$ cat config.mk
export PLATFORM = sky130hd
export DESIGN_NAME = ir_controller
export DESIGN_NICKNAME = d
export VERILOG_FILES = /design/src/cpu_pkg.sv /design/src/ir_controller.sv
export VERILOG_INCLUDE_DIRS = /design/src
export SDC_FILE = /design/constraint.sdc
export NUM_CORES = 1
export LEC_CHECK = 0
export BUFFER_PORTS_ARGS = -buffer_cell sky130_fd_sc_hd__buf_2
export CELL_PAD_IN_SITES_DETAIL_PLACEMENT = 0
export CELL_PAD_IN_SITES_GLOBAL_PLACEMENT = 1
export CORE_MARGIN = 2
export CORE_UTILIZATION = 30
export DETAILED_ROUTE_END_ITERATION = 16
export GPL_ROUTABILITY_DRIVEN = 1
export PLACE_DENSITY = 0.77
export SLEW_MARGIN = 10
export SYNTH_ARGS = -nofsm -noshare
export SYNTH_HDL_FRONTEND = slang
export SYNTH_SLANG_ARGS = --single-unit
$ cat constraint.sdc
create_clock -name clock -period 2.7 [get_ports clock]
set_clock_uncertainty 0.2 [all_clocks]
set_input_delay 0.135 -clock clock [delete_from_list [all_inputs] [get_ports clock]]
set_output_delay 0.135 -clock clock [all_outputs]
set_load 0.02 [all_outputs]
$ cat src/cpu_macros.svh
`ifndef CPU_MACROS_SVH
`define CPU_MACROS_SVH

// data path and instruction word width
`define CPU_DATA_W 32

// pc and program memory address width
`define CPU_PC_W 10

// register file address width
`define CPU_REG_AW 5

// derived register count
`define CPU_NUM_REGS (1 << `CPU_REG_AW)

// program memory words, one per pc value
`define CPU_MEM_DEPTH 1024

`endif

$ cat src/cpu_pkg.sv
`default_nettype none

`include "cpu_macros.svh"

package cpu_pkg;

  typedef enum logic [1:0] {
    STOP  = 2'b00,
    FETCH = 2'b01,
    EXEC  = 2'b10,
    WRITE = 2'b11
  } ctrl_state_e;

  // major opcode, instr[30:25]
  typedef enum logic [5:0] {
    OP_ALU  = 6'b100000,
    OP_ADDI = 6'b101000,
    OP_ORI  = 6'b101100,
    OP_XORI = 6'b101011,
    OP_MOVI = 6'b100010
  } opcode_e;

  // sub-opcode under OP_ALU, instr[4:0]
  typedef enum logic [4:0] {
    ADD   = 5'b00000,
    SUB   = 5'b00001,
    AND   = 5'b00010,
    XOR   = 5'b00011,
    OR    = 5'b00100,
    SLLI  = 5'b01000,
    SRLI  = 5'b01001,
    ROTRI = 5'b01011
  } sub_op_e;

  typedef enum logic [1:0] {
    IMM5_ZE  = 2'b00,
    IMM15_SE = 2'b01,
    IMM15_ZE = 2'b10,
    IMM20_SE = 2'b11
  } imm_sel_e;

  typedef struct packed {
    logic                   reg_read;
    logic                   alu_execute;
    logic                   reg_write;
    opcode_e                opcode;
    sub_op_e                sub_op;
    imm_sel_e               imm_sel;
    logic                   use_imm;
    logic                   wb_src2;
    logic [`CPU_REG_AW-1:0] rt;
    logic [`CPU_REG_AW-1:0] ra;
    logic [`CPU_REG_AW-1:0] rb;
    // raw instr[19:0], source of the wide immediates
    logic [19:0]            imm_raw;
  } ctrl_t;

  typedef struct packed {
    logic                   valid;
    logic                   we;
    logic [`CPU_PC_W-1:0]   pc;
    logic [`CPU_REG_AW-1:0] rd;
    logic [`CPU_DATA_W-1:0] data;
  } commit_t;

  typedef struct packed {
    logic                   valid;
    logic [`CPU_PC_W-1:0]   addr;
    logic [`CPU_DATA_W-1:0] word;
  } prog_wr_t;

endpackage

`default_nettype wire

$ cat src/ir_controller.sv
`default_nettype none

`include "cpu_macros.svh"

module ir_controller (
  input  logic                   clock,
  input  logic                   reset,
  input  logic                   run,
  input  logic [`CPU_DATA_W-1:0] ir,
  output cpu_pkg::ctrl_state_e   state,
  output cpu_pkg::ctrl_t         ctrl
);

  cpu_pkg::ctrl_state_e   next_state;
  logic [`CPU_DATA_W-1:0] ir_q;
  logic [`CPU_DATA_W-1:0] instr;
  cpu_pkg::opcode_e       opcode;
  cpu_pkg::sub_op_e       sub_op;
  logic [4:0]             imm5;
  logic                   is_shift;
  logic                   is_nop;

  always_ff @(posedge clock) begin
    if (reset) begin
      state <= cpu_pkg::STOP;
    end else begin
      state <= next_state;
    end
  end

  always_comb begin
    case (state)
      cpu_pkg::STOP:  next_state = run ? cpu_pkg::FETCH : cpu_pkg::STOP;
      cpu_pkg::FETCH: next_state = cpu_pkg::EXEC;
      cpu_pkg::EXEC:  next_state = cpu_pkg::WRITE;
      default:        next_state = cpu_pkg::STOP;
    endcase
  end

  // instruction register, loaded as fetch ends
  always_ff @(posedge clock) begin
    if (state == cpu_pkg::FETCH) begin
      ir_q <= ir;
    end
  end

  // during fetch the register addresses come straight from memory,
  // so the operand read at the end of fetch sees the new instruction
  assign instr = (state == cpu_pkg::FETCH) ? ir : ir_q;

  assign opcode   = cpu_pkg::opcode_e'(instr[30:25]);
  assign sub_op   = cpu_pkg::sub_op_e'(instr[4:0]);
  assign imm5     = instr[14:10];
  assign is_shift = (sub_op == cpu_pkg::SRLI) || (sub_op == cpu_pkg::SLLI) ||
                    (sub_op == cpu_pkg::ROTRI);
  // srli by zero is the nop encoding
  assign is_nop   = (opcode == cpu_pkg::OP_ALU) && (sub_op == cpu_pkg::SRLI) &&
                    (imm5 == 5'd0);

  always_comb begin
    ctrl             = '0;
    ctrl.reg_read    = (state == cpu_pkg::FETCH);
    ctrl.alu_execute = (state == cpu_pkg::EXEC);
    ctrl.reg_write   = (state == cpu_pkg::WRITE) && !is_nop;
    ctrl.opcode      = opcode;
    ctrl.sub_op      = sub_op;
    ctrl.rt          = instr[24:20];
    ctrl.ra          = instr[19:15];
    ctrl.rb          = instr[14:10];
    ctrl.imm_raw     = instr[19:0];
    ctrl.imm_sel     = cpu_pkg::IMM5_ZE;
    ctrl.use_imm     = 1'b0;
    ctrl.wb_src2     = 1'b0;

    case (opcode)
      cpu_pkg::OP_ALU: begin
        ctrl.use_imm = is_shift;
      end
      cpu_pkg::OP_ADDI: begin
        ctrl.imm_sel = cpu_pkg::IMM15_SE;
        ctrl.use_imm = 1'b1;
      end
      cpu_pkg::OP_ORI, cpu_pkg::OP_XORI: begin
        ctrl.imm_sel = cpu_pkg::IMM15_ZE;
        ctrl.use_imm = 1'b1;
      end
      cpu_pkg::OP_MOVI: begin
        ctrl.imm_sel = cpu_pkg::IMM20_SE;
        ctrl.use_imm = 1'b1;
        ctrl.wb_src2 = 1'b1;
      end
      default: begin
        // unknown opcode, register operand
        ctrl.use_imm = 1'b0;
      end
    endcase
  end

endmodule

`default_nettype wire

## Yosys cells after proc, flatten, opt, wreduce, memory -nomap -nowiden

Index checks and enable logic that the tools add are counted.

| operators by class | value |
|---|---|
| order comparisons | 0 |
| reduce and logical (&&, ||, !) cells | 10 |
| eq/ne operators | 11 |
| div/mod/pow operators | 0 |
| shift-type cells | 0 |
| add/sub/neg operators | 0 |
| bitwise gates (word level) | 0 |
| multiply operators | 0 |
| mux-type cells | 6 |

Operator list:

| cell | number |
|---|---|
| $mux W31 | 1 |
| $eq A6 B6 Y1 const B | 5 |
| $eq A5 B4 Y1 const B | 3 |
| $pmux W2 S3 | 2 |
| $logic_not A5 Y1 | 1 |
| $eq A2 B2 Y1 const B | 2 |
| $reduce_or A4 Y1 | 1 |
| $logic_and A1 B1 Y1 | 3 |
| $eq A2 B1 Y1 const B | 1 |
| $logic_not A2 Y1 | 1 |
| $logic_or A1 B1 Y1 | 2 |
| $mux W1 | 2 |
| $pmux W1 S2 | 1 |
| $reduce_or A2 Y1 | 1 |
| $logic_not A1 Y1 | 1 |

| storage, ports and cells | value |
|---|---|
| memory bits (read-only) | 0 |
| memories kept | 0 |
| memory bits (writable) | 0 |
| flip-flop bits (word level) | 33 |
| bits in latches | 0 |
| output and inout port bits | 55 |
| word-level logic and storage cells | 29 |

## Longest topological paths before layout

Gate-level depths: netlist (run 1).

| depth | value |
|---|---|
| depth after elaboration | 7 |
| depth in mapped cells | 9 |
| mapped depth without buffers | 7 |

## Worst setup path after synthesis (run 1)

OpenSTA, ideal clock, no wires.

| path | value |
|---|---|
| path kind | reg2out |
| start point | register state[1] |
| end point | output port ctrl[36] (netlist name) |
| slack | 0.105 ns |
| stages on the path, launching flop included | 10 |
| path buffers | 2 |
| arrival | 2.260 ns |
| data required time | 2.365 ns |
| cell sequence | dfxtp_1 > inv_1 > ha_1 > buf_6 > buf_6 > mux2i_2 > inv_1 > nand2_1 > a21oi_1 > a211o_1 |

RTL lines:

| what | line | RTL |
|---|---|---|
| start, declared | ir_controller.sv:10 | `output cpu_pkg::ctrl_state_e state,` |
| start signal, assigned | ir_controller.sv:25 | `state <= cpu_pkg::STOP;` |
| start signal, assigned | ir_controller.sv:27 | `state <= next_state;` |
| end, declared | ir_controller.sv:11 | `output cpu_pkg::ctrl_t ctrl` |

==> results.cfg, run 1 <==
[status]
status = complete, no violations

[floorplanning]
core_um2 = 4440
die_h_um = 72.6
die_w_um = 72.6
io_pins = 90
start_util_pct = 31.7
die_area_um2 = 5260
rows = 24

[sta]
fmax_mhz = 391
final.period_utilization_pct = 94.7
relSlewSlack_pct = 77.7
tightest_slew_ps = 334
setup_violations = 0
layout_min_cycle_time_ps = 2560
rsz0062_at_grt = no
tns_ps = 0
hold_viol = 0
hold_slack_ps = 272
slew_violations = 0

[worst_setup_path]
start_kind = flip-flop
critPathMaxFanout = 6
cp.arrival_ps = 2220
endpoint_kind = output pin
reg2reg_from = state[0]$_SDFF_PP0_
timing_worst_setup_path_type = reg2out
reg2reg_depth = 5
required_ps = 2370
worst-r2r-setup-slack_ps = 1010
reg2reg_to = state[0]$_SDFF_PP0_

[power]
power_mw = 2.82
p_seq_share_pct = 29.2
p_int_mw = 1.57
leakagePower_nw = 1.10
p_comb_share_pct = 58.4
swShare_pct = 44.4
powerDensity_nw_per_um2 = 1250
clkPwrFrac_pct = 12.4
power.switching_mw = 1.25
ir_drop_mv = 0.588

[finish]
final_area_um2 = 2260
finish.utilization_pct = 50.9
area.growth.synth_to_final_pct = 60.5
fill_cells = 423
insertedDiodeCount = 0
nets = 274
drive_gt1_share_pct = 58.5

[route]
wire_per_inst_um = 12.2
drt-pass1-iter-count = 3
vias = 1247
drtIter0Drc = 38
wl_mm = 3.52
vias_per_cell = 4.33
final_antenna_net_count = 0
drc = 0

[clock_tree]
clock-sinks = 33
cts_tree = built
clkTransAtPathRegs_ps = 70
cts_buffer_depth = 2
cts_root_buf = clkbuf_8
h-tree-depth = 2
clk_latency_ps = 270
cts_buffers = 5

[hold_path]
hold_path.class = reg2reg
min_from = ir_q[5]$_DFF_P_
hold_depth = 1
min_to = ir_q[5]$_DFF_P_

[logic_synthesis]
yosysSeqAreaShare_pct = 46.9
synth-seq-cells = 33
synthMuxAreaShare_pct = 24.2
synth_xor_area_share_pct = 0
synth_compound_area_share_pct = 4.79
synth_flop_cell = dfxtp_1
netlist_instances = 120
yosys.area.top_type = dfxtp_1
synthSimpleGateAreaFrac_pct = 8.70
async_flop_share_pct = 0
ys_warn_count = 0
synth.top_cell.area_share_pct = 46.9
yosys-top-cells-area = dfxtp_1 (47%), mux2_2 (21%), buf_4 (8.0%), ha_1 (3.5%), mux2i_2 (2.0%)
synth_top_family_by_area = multiplexers
ys_top_cells_by_count = dfxtp_1 (33), mux2_2 (26), buf_4 (15)
yosysMostFrequentCell = dfxtp_1
avgSynthCellArea_um2 = 11.8
synth_adder_area_share_pct = 3.55
syn_area_um2 = 1410
synth.distinct_cells = 30
syn_nets = 159
synth_edf_count = 0

[place]
io_buffers = 88
placed_area_um2 = 1790
routabilityCongestion = 0.737
detailed_place_hpwl_mm = 2.39

[flow_run]
drv_cap = 0

[global_route]
grt_pass1_wl_mm = 5.28
antenna_found_initial = 0
grt.overflow.total = 0
grt_max_degree = 16
first_global_vias = 1188
grt_usage_pct = 13.1
## flip-flops by register name, indices dropped and copies added, names as in the netlist
| name | flops |
|---|---|
| ir_q | 31 |
| state | 2 |
## power by group through the flow
| stage | clock [mW] | combinational, mW | sequential, mW |
|---|---|---|---|
| finish | 0.351 | 1.65 | 0.825 |
| global route | 0.394 | 1.77 | 0.856 |
| CTS | 0.370 | 1.63 | 0.821 |
| detailed placement | 0 | 1.57 | 0.830 |
| global placement | 0 | 1.57 | 0.818 |
| floorplan | 0 | 1.27 | 0.818 |
## worst max-delay path by stage
stage | slack [ps] | from | to
after floorplan | 100 | state[1]$_SDFF_PP0_ | ctrl[36]
after global placement | 130 | state[1]$_SDFF_PP0_ | ctrl[36]
after detailed placement | 140 | state[1]$_SDFF_PP0_ | ctrl[36]
after CTS | 1 | state[1]$_SDFF_PP0_ | ctrl[36]
after global routing | 20 | state[1]$_SDFF_PP0_ | ctrl[36]
final | 140 | state[1]$_SDFF_PP0_ | ctrl[36]
## critical path, stage by stage, from the launching register on
cell and delay (ps):
dfxtp_2 340, inv_2 90, ha_4 180, buf_4 160, mux2_2 370, and3_1 150
o221a_1 230, a211o_1 280, buf_2 160
## timing repair
item / 4_1_cts / 5_1_grt
hold endpoints to repair: 33 / 0
pin swaps: 0 / 1
buffers inserted: 0 / 4
setup endpoints to repair: 2 / 2
hold buffers: 33 / 0
resized for setup: 2 / 7
## final cells by class
cell class	instances	area [µm²]	share of cell area, %
Timing Repair Buffer	127	816	36.0
Sequential cell	33	663	29.3
Multi-Input combinational cell	62	614	27.1
Clock buffer	6	72.6	3.21
Tap cell	52	65.1	2.87
Inverter	6	22.5	0.995
Clock inverter	2	10.0	0.442
## cell usage in the layout (no fill, tap or decap)
cell type / n
a211o_1: 1
a21oi_1: 1
a31oi_1: 2
and3_1: 1
and3b_1: 1
buf_2: 88
buf_4: 6
clkbuf_1: 1
clkbuf_8: 5
clkinv_2: 2
dfxtp_1: 31
dfxtp_2: 2
dlygate4sd3_1: 33
ha_1: 3
ha_4: 1
inv_1: 4
inv_2: 2
mux2_1: 1
mux2_2: 26
mux2i_1: 1
mux2i_2: 2
nand2_1: 4
nand2b_1: 2
nor2_1: 3
nor2b_1: 1
nor3_1: 2
nor3_2: 1
nor3b_1: 1
nor3b_4: 1
nor4_4: 1
nor4b_1: 1
o221a_1: 1
o221ai_2: 1
o22a_1: 1
o22ai_1: 1
or2_1: 1
## layer usage
metal,wire length [µm],part of all wire [%],vias to the layer above,GRT usage (%)
met2,1820,52,51,22.9
met4,52,1.5,0,3.70
met1,1410,40,560,14.4
met3,233,6.6,7,5.56
li1,-,-,629,-
met5,0,0,-,0
## cell families after synthesis
family / count (synthesis)
fa+ha+maj: 4
mux: 30
compound gates: 8
buf+inv: 25
flops: 33
simple gates: 20
## metrics by stage
stage          setup slack, ps  cells
2_1_floorplan              105    120
3_3_place_gp               132    243
3_5_place_dp               135    243
4_1_cts                   1.14    284
5_1_grt                   17.7    288
6_report                   144    288
No activity file was read; power rests on OpenSTA's default activity.
==> run 2, diff against run 1 <==
==> constraint.sdc (replaced) <==
create_clock -name clock -period 2.6 [get_ports clock]
set_clock_uncertainty 0.2 [all_clocks]
set_input_delay 0.13 -clock clock [delete_from_list [all_inputs] [get_ports clock]]
set_output_delay 0.13 -clock clock [all_outputs]
set_load 0.02 [all_outputs]
==> run 2 against run 1 <==
- non-clock buffer count unchanged
- sequential power up 4.6%
- die area unchanged
- worst hold slack better by 1.8 ps
- final cell count unchanged
- register-to-register slack worse by 110 ps
- power up 5.8%
==> results.cfg, run 2 (synthesis results as in run 1) <==
[status]
status = complete, no violations

[power]
power.switching_mw = 1.32
swShare_pct = 44.2
p_seq_share_pct = 28.9
ir_drop_mv = 0.618
powerDensity_nw_per_um2 = 1290
p_int_mw = 1.67
p_comb_share_pct = 59.0
leakagePower_nw = 1.11
clkPwrFrac_pct = 12.1
power_mw = 2.99

[sta]
rsz0062_at_grt = no
relSlewSlack_pct = 82.7
setup_violations = 0
tns_ps = 0
fmax_mhz = 399
hold_viol = 0
final.period_utilization_pct = 96.5
slew_violations = 0
layout_min_cycle_time_ps = 2510
tightest_slew_ps = 252

[clock_tree]
cts_tree = built
h-tree-depth = 2
cts_root_buf = clkbuf_8
cts_buffer_depth = 2
clk_latency_ps = 270
clock-sinks = 33
cts_buffers = 5
clkTransAtPathRegs_ps = 70

[place]
detailed_place_hpwl_mm = 2.43
io_buffers = 88
placed_area_um2 = 1800
routabilityCongestion = 0.756
dp.cells = 243

[floorplanning]
rows = 24
start_util_pct = 31.7
core_um2 = 4440
die_h_um = 72.6
die_w_um = 72.6
die_area_um2 = 5260
io_pins = 90

[finish]
nets = 274
largest_reg_flops = 31
final_common_cell = buf_2
fill_cells = 407
most-common-layout-cells = buf_2 (88), dlygate4sd3_1 (33), dfxtp_1 (31)
top_register = ir_q
reg_top3 = ir_q: 31 flops, state: 2 flops
final_area_um2 = 2310
insertedDiodeCount = 0
area.growth.synth_to_final_pct = 63.7
stdcell_count = 288
drive_gt1_share_pct = 59.3

[hold_path]
hold_path.class = reg2reg
hold_depth = 1

[worst_setup_path]
start_kind = flip-flop
critPathMaxFanout = 8
crit_path_end = ctrl[36]
endpoint_kind = output pin
timing_worst_setup_path_type = reg2out
critPathLaunch = state[1]$_SDFF_PP0_
worst-r2r-setup-slack_ps = 900
reg2reg_to = state[0]$_SDFF_PP0_
required_ps = 2270
cp.arrival_ps = 2180
reg2reg_from = state[0]$_SDFF_PP0_
reg2reg_depth = 5

[global_route]
grt_pass1_wl_mm = 5.40
grt_max_degree = 17
first_global_vias = 1232
grt.overflow.total = 0
antenna_found_initial = 0
grt_usage_pct = 13.3

[flow_run]
drv_cap = 0

[route]
wire_per_inst_um = 12.3
drt-pass1-iter-count = 4
final_antenna_net_count = 0
vias = 1246
wl_mm = 3.55
drtIter0Drc = 27
drc = 0
vias_per_cell = 4.33
[run 2: cell count changes in the layout (fill, tap and decap cells not counted)]
cell,previous run,this run
buf_12,0,2
buf_4,6,4
mux2i_2,2,1
mux2i_4,0,1
nor3b_1,1,0
nor3b_2,0,1
nor4b_1,1,0
nor4b_2,0,1
[run 2: per-stage QoR]
stage | hold slack, ps | setup WS (ps) | utilization [%]
floorplan | 1.61 | 9.75 | -
global placement | 107 | 156 | 40.5
detailed placement | 113 | 109 | 40.5
CTS | 277 | 3.40 | 51.4
global route | 289 | 15.7 | 51.9
finish | 274 | 91.3 | 51.9
[run 2: layer usage]
| layer | up-vias | global-route usage, % | share of wire, % |
|---|---|---|---|
| met3 | 6 | 4.17 | 5.5 |
| met4 | 0 | 5.56 | 1.4 |
| li1 | 629 | - | - |
| met5 | - | 0 | 0 |
| met1 | 565 | 14.1 | 41 |
| met2 | 46 | 24.1 | 52 |
[run 2: worst max-delay path: stages (launching register included)]
cell	delay (ps)
dfxtp_2	340
inv_2	90
ha_4	250
mux2i_4	270
inv_2	100
and3_1	180
o221a_1	230
a211o_1	280
buf_2	160
[run 2: how the worst min path moves through the flow]
| stage | start | slack, ps | endpoint |
|---|---|---|---|
| finish | ir_q[6]$_DFF_P_ | 270 | ir_q[6]$_DFF_P_ |
| global route | ir_q[23]$_DFF_P_ | 290 | ir_q[23]$_DFF_P_ |
| CTS | ir_q[22]$_DFF_P_ | 280 | ir_q[22]$_DFF_P_ |
| detailed placement | reset | 110 | state[0]$_SDFF_PP0_ |
| global placement | reset | 110 | state[0]$_SDFF_PP0_ |
| floorplan | reset | 2 | state[1]$_SDFF_PP0_ |
[run 2: layout make-up]
| cell class | instances | area, µm² | area share [%] |
|---|---|---|---|
| Timing Repair Buffer | 127 | 841 | 36.4 |
| Sequential cell | 33 | 663 | 28.7 |
| Multi-Input combinational cell | 62 | 634 | 27.5 |
| Clock buffer | 6 | 72.6 | 3.14 |
| Tap cell | 52 | 65.1 | 2.82 |
| Inverter | 6 | 22.5 | 0.976 |
| Clock inverter | 2 | 10.0 | 0.434 |
[run 2: timing repair]
item,4_1_cts,5_1_grt
buffers inserted,2,2
endpoints found under the hold margin,33,0
gates cloned,0,0
gates resized for setup,7,3
hold buffers,33,0
setup endpoints to repair,3,3
pin swaps,0,2
[run 2: power groups by stage]
stage | Sequential (mW) | Clock [mW] | Combinational (mW)
6_report | 0.863 | 0.361 | 1.76
5_1_grt | 0.893 | 0.402 | 1.88
3_3_place_gp | 0.850 | 0 | 1.64
3_5_place_dp | 0.864 | 0 | 1.64
2_1_floorplan | 0.850 | 0 | 1.32
4_1_cts | 0.863 | 0.384 | 1.75
==> run 3, diff against run 2 <==
--- a/config.mk
+++ b/config.mk
@@ -13,7 +13,7 @@
 export CORE_UTILIZATION = 30
 export DETAILED_ROUTE_END_ITERATION = 16
 export GPL_ROUTABILITY_DRIVEN = 1
-export PLACE_DENSITY = 0.77
+export PLACE_DENSITY_LB_ADDON = 0.1
 export SLEW_MARGIN = 10
 export SYNTH_ARGS = -nofsm -noshare
 export SYNTH_HDL_FRONTEND = slang
==> run 3 against run 2 <==
- wire length is 0.28% lower
- first-iteration DRC count fell by 33%
- worst hold slack got worse by 3.1 ps
- global-route usage is 0.56 points higher
- power is 0.11% lower
- core utilization fell by 0.056 points
- fmax is 1.7% higher
- sequential share of layout area rose by 0.14 points
- critical path type unchanged
- final area is 0.11% lower
- clock power rose by 2%
==> results.cfg, run 3 (synthesis results as in run 1) <==
[place]
pre_cts_slack_ps = 78.8
io_buffers = 88
dp.cells = 243
routabilityCongestion = 0.782
detailed_place_hpwl_mm = 2.46

[clock_tree]
cts_root_buf = clkbuf_8
h-tree-depth = 2
clkTransAtPathRegs_ps = 70
cts_buffer_depth = 2
cts_tree = built
clk_latency_ps = 280
clock-sinks = 33
cts_buffers = 5

[worst_setup_path]
critPathLaunch = state[1]$_SDFF_PP0_
reg2reg_to = ir_q[16]$_DFF_P_
endpoint_kind = output pin
worst-r2r-setup-slack_ps = 840
timing_worst_setup_path_type = reg2out
required_ps = 2270
crit_path_end = ctrl[50]
reg2reg_depth = 5
cp.arrival_ps = 2140
start_kind = flip-flop
critPathMaxFanout = 6
reg2reg_from = state[1]$_SDFF_PP0_

[finish]
insertedDiodeCount = 0
regArea_um2 = 666
stdcell_count = 288
final_common_cell = buf_2
reg_top3 = ir_q: 31 flops, state: 2 flops
fill_cells = 418
top_register = ir_q
largest_reg_flops = 31
multi_input_area_um2 = 642
most-common-layout-cells = buf_2 (86), dlygate4sd3_1 (33), dfxtp_1 (31)
finish.utilization_pct = 51.9
area.growth.synth_to_final_pct = 63.5
nets = 274
drive_gt1_share_pct = 59.7

[status]
status = complete, no violations

[floorplanning]
start_util_pct = 31.7
die_area_um2 = 5260
die_w_um = 72.6
io_pins = 90
die_h_um = 72.6
rows = 24
core_um2 = 4440

[hold_path]
min_from = ir_q[21]$_DFF_P_
hold_path.class = reg2reg

[sta]
final.period_utilization_pct = 94.9
rsz0062_at_grt = no
fmax_mhz = 405
hold_viol = 0
setup_slack_ps = 134
tightest_slew_ps = 294
tns_ps = 0
relSlewSlack_pct = 80.3
layout_min_cycle_time_ps = 2470
setup_violations = 0
slew_violations = 0

[route]
wire_per_inst_um = 12.3
drt-pass1-iter-count = 4
vias = 1251
drtIter0Drc = 18
drc = 0
final_antenna_net_count = 0
vias_per_cell = 4.34
wl_mm = 3.54

[global_route]
grt_max_degree = 16
grt_usage_pct = 13.9
antenna_found_initial = 0
grt.overflow.total = 0
grt_pass1_wl_mm = 5.54
first_global_vias = 1191

[power]
powerDensity_nw_per_um2 = 1290
leakagePower_nw = 1.11
ir_drop_mv = 0.683

[flow_run]
drv_cap = 0
==> run 3: cell count changes in the layout (fill, tap and decap cells not counted), moves of 2 or more <==
cell / previous run / this run
buf_2: 88 / 86
buf_12: 2 / 0
buf_4: 4 / 6
buf_6: 0 / 2
==> run 3: power breakdown <==
part	total [mW]	switching (mW)	internal, mW	leakage [nW]
sequential	0.867	0.0927	0.774	0.279
combinational	1.75	1.05	0.696	0.785
clock	0.370	0.185	0.185	0.0450
total	2.99	1.33	1.66	1.11
==> run 3: metal layers <==
layer / part of all wire, % / GRT usage, % / vias up
met1: 42 / 15.8 / 566
met2: 50 / 23.6 / 56
li1: - / - / 627
met5: 0 / 0 / -
met3: 7.7 / 5.28 / 2
met4: 0.48 / 4.94 / 0
==> run 3: worst max-delay path: stages (launching register included) <==
cell and delay (ps):
dfxtp_4 360, inv_2 60, ha_4 200, buf_6 140, buf_4 140, nand2b_4 130, o22a_1 210, nor4_4 300
a31oi_1 140, buf_4 170
==> run 3: repair_timing <==
item	in CTS	in global routing
endpoints found under the setup margin	3	3
hold buffers	33	0
gates resized for setup	6	10
buffers inserted	2	2
pin swaps	3	4
hold endpoints to repair	33	0
==> run 3: worst min path at each step <==
stage,cells after the start,to,slack [ps]
finish,1,ir_q[21]$_DFF_P_,270
global route,1,ir_q[6]$_DFF_P_,290
CTS,1,ir_q[20]$_DFF_P_,270
detailed placement,2,state[0]$_SDFF_PP0_,120
global placement,2,state[1]$_SDFF_PP0_,110
floorplan,1,state[1]$_SDFF_PP0_,2
==> run 3: cell type report <==
cell class	count	share of cell area, %
repair buffers	127	35.9
clock inverters	2	0.434
inverters	6	0.977
flip-flops and latches	33	28.9
multi-input cells	62	27.8
well taps	52	2.82
clock buffers	6	3.15
==> run 3: through the flow <==
stage	area [µm²]	hold slack, ps	power, mW
after global routing	2310	292	3.20
after global placement	1790	112	2.47
after CTS	2250	275	2.96
after floorplan	1410	1.61	2.17
after detailed placement	1790	117	2.50
final	2310	271	2.99
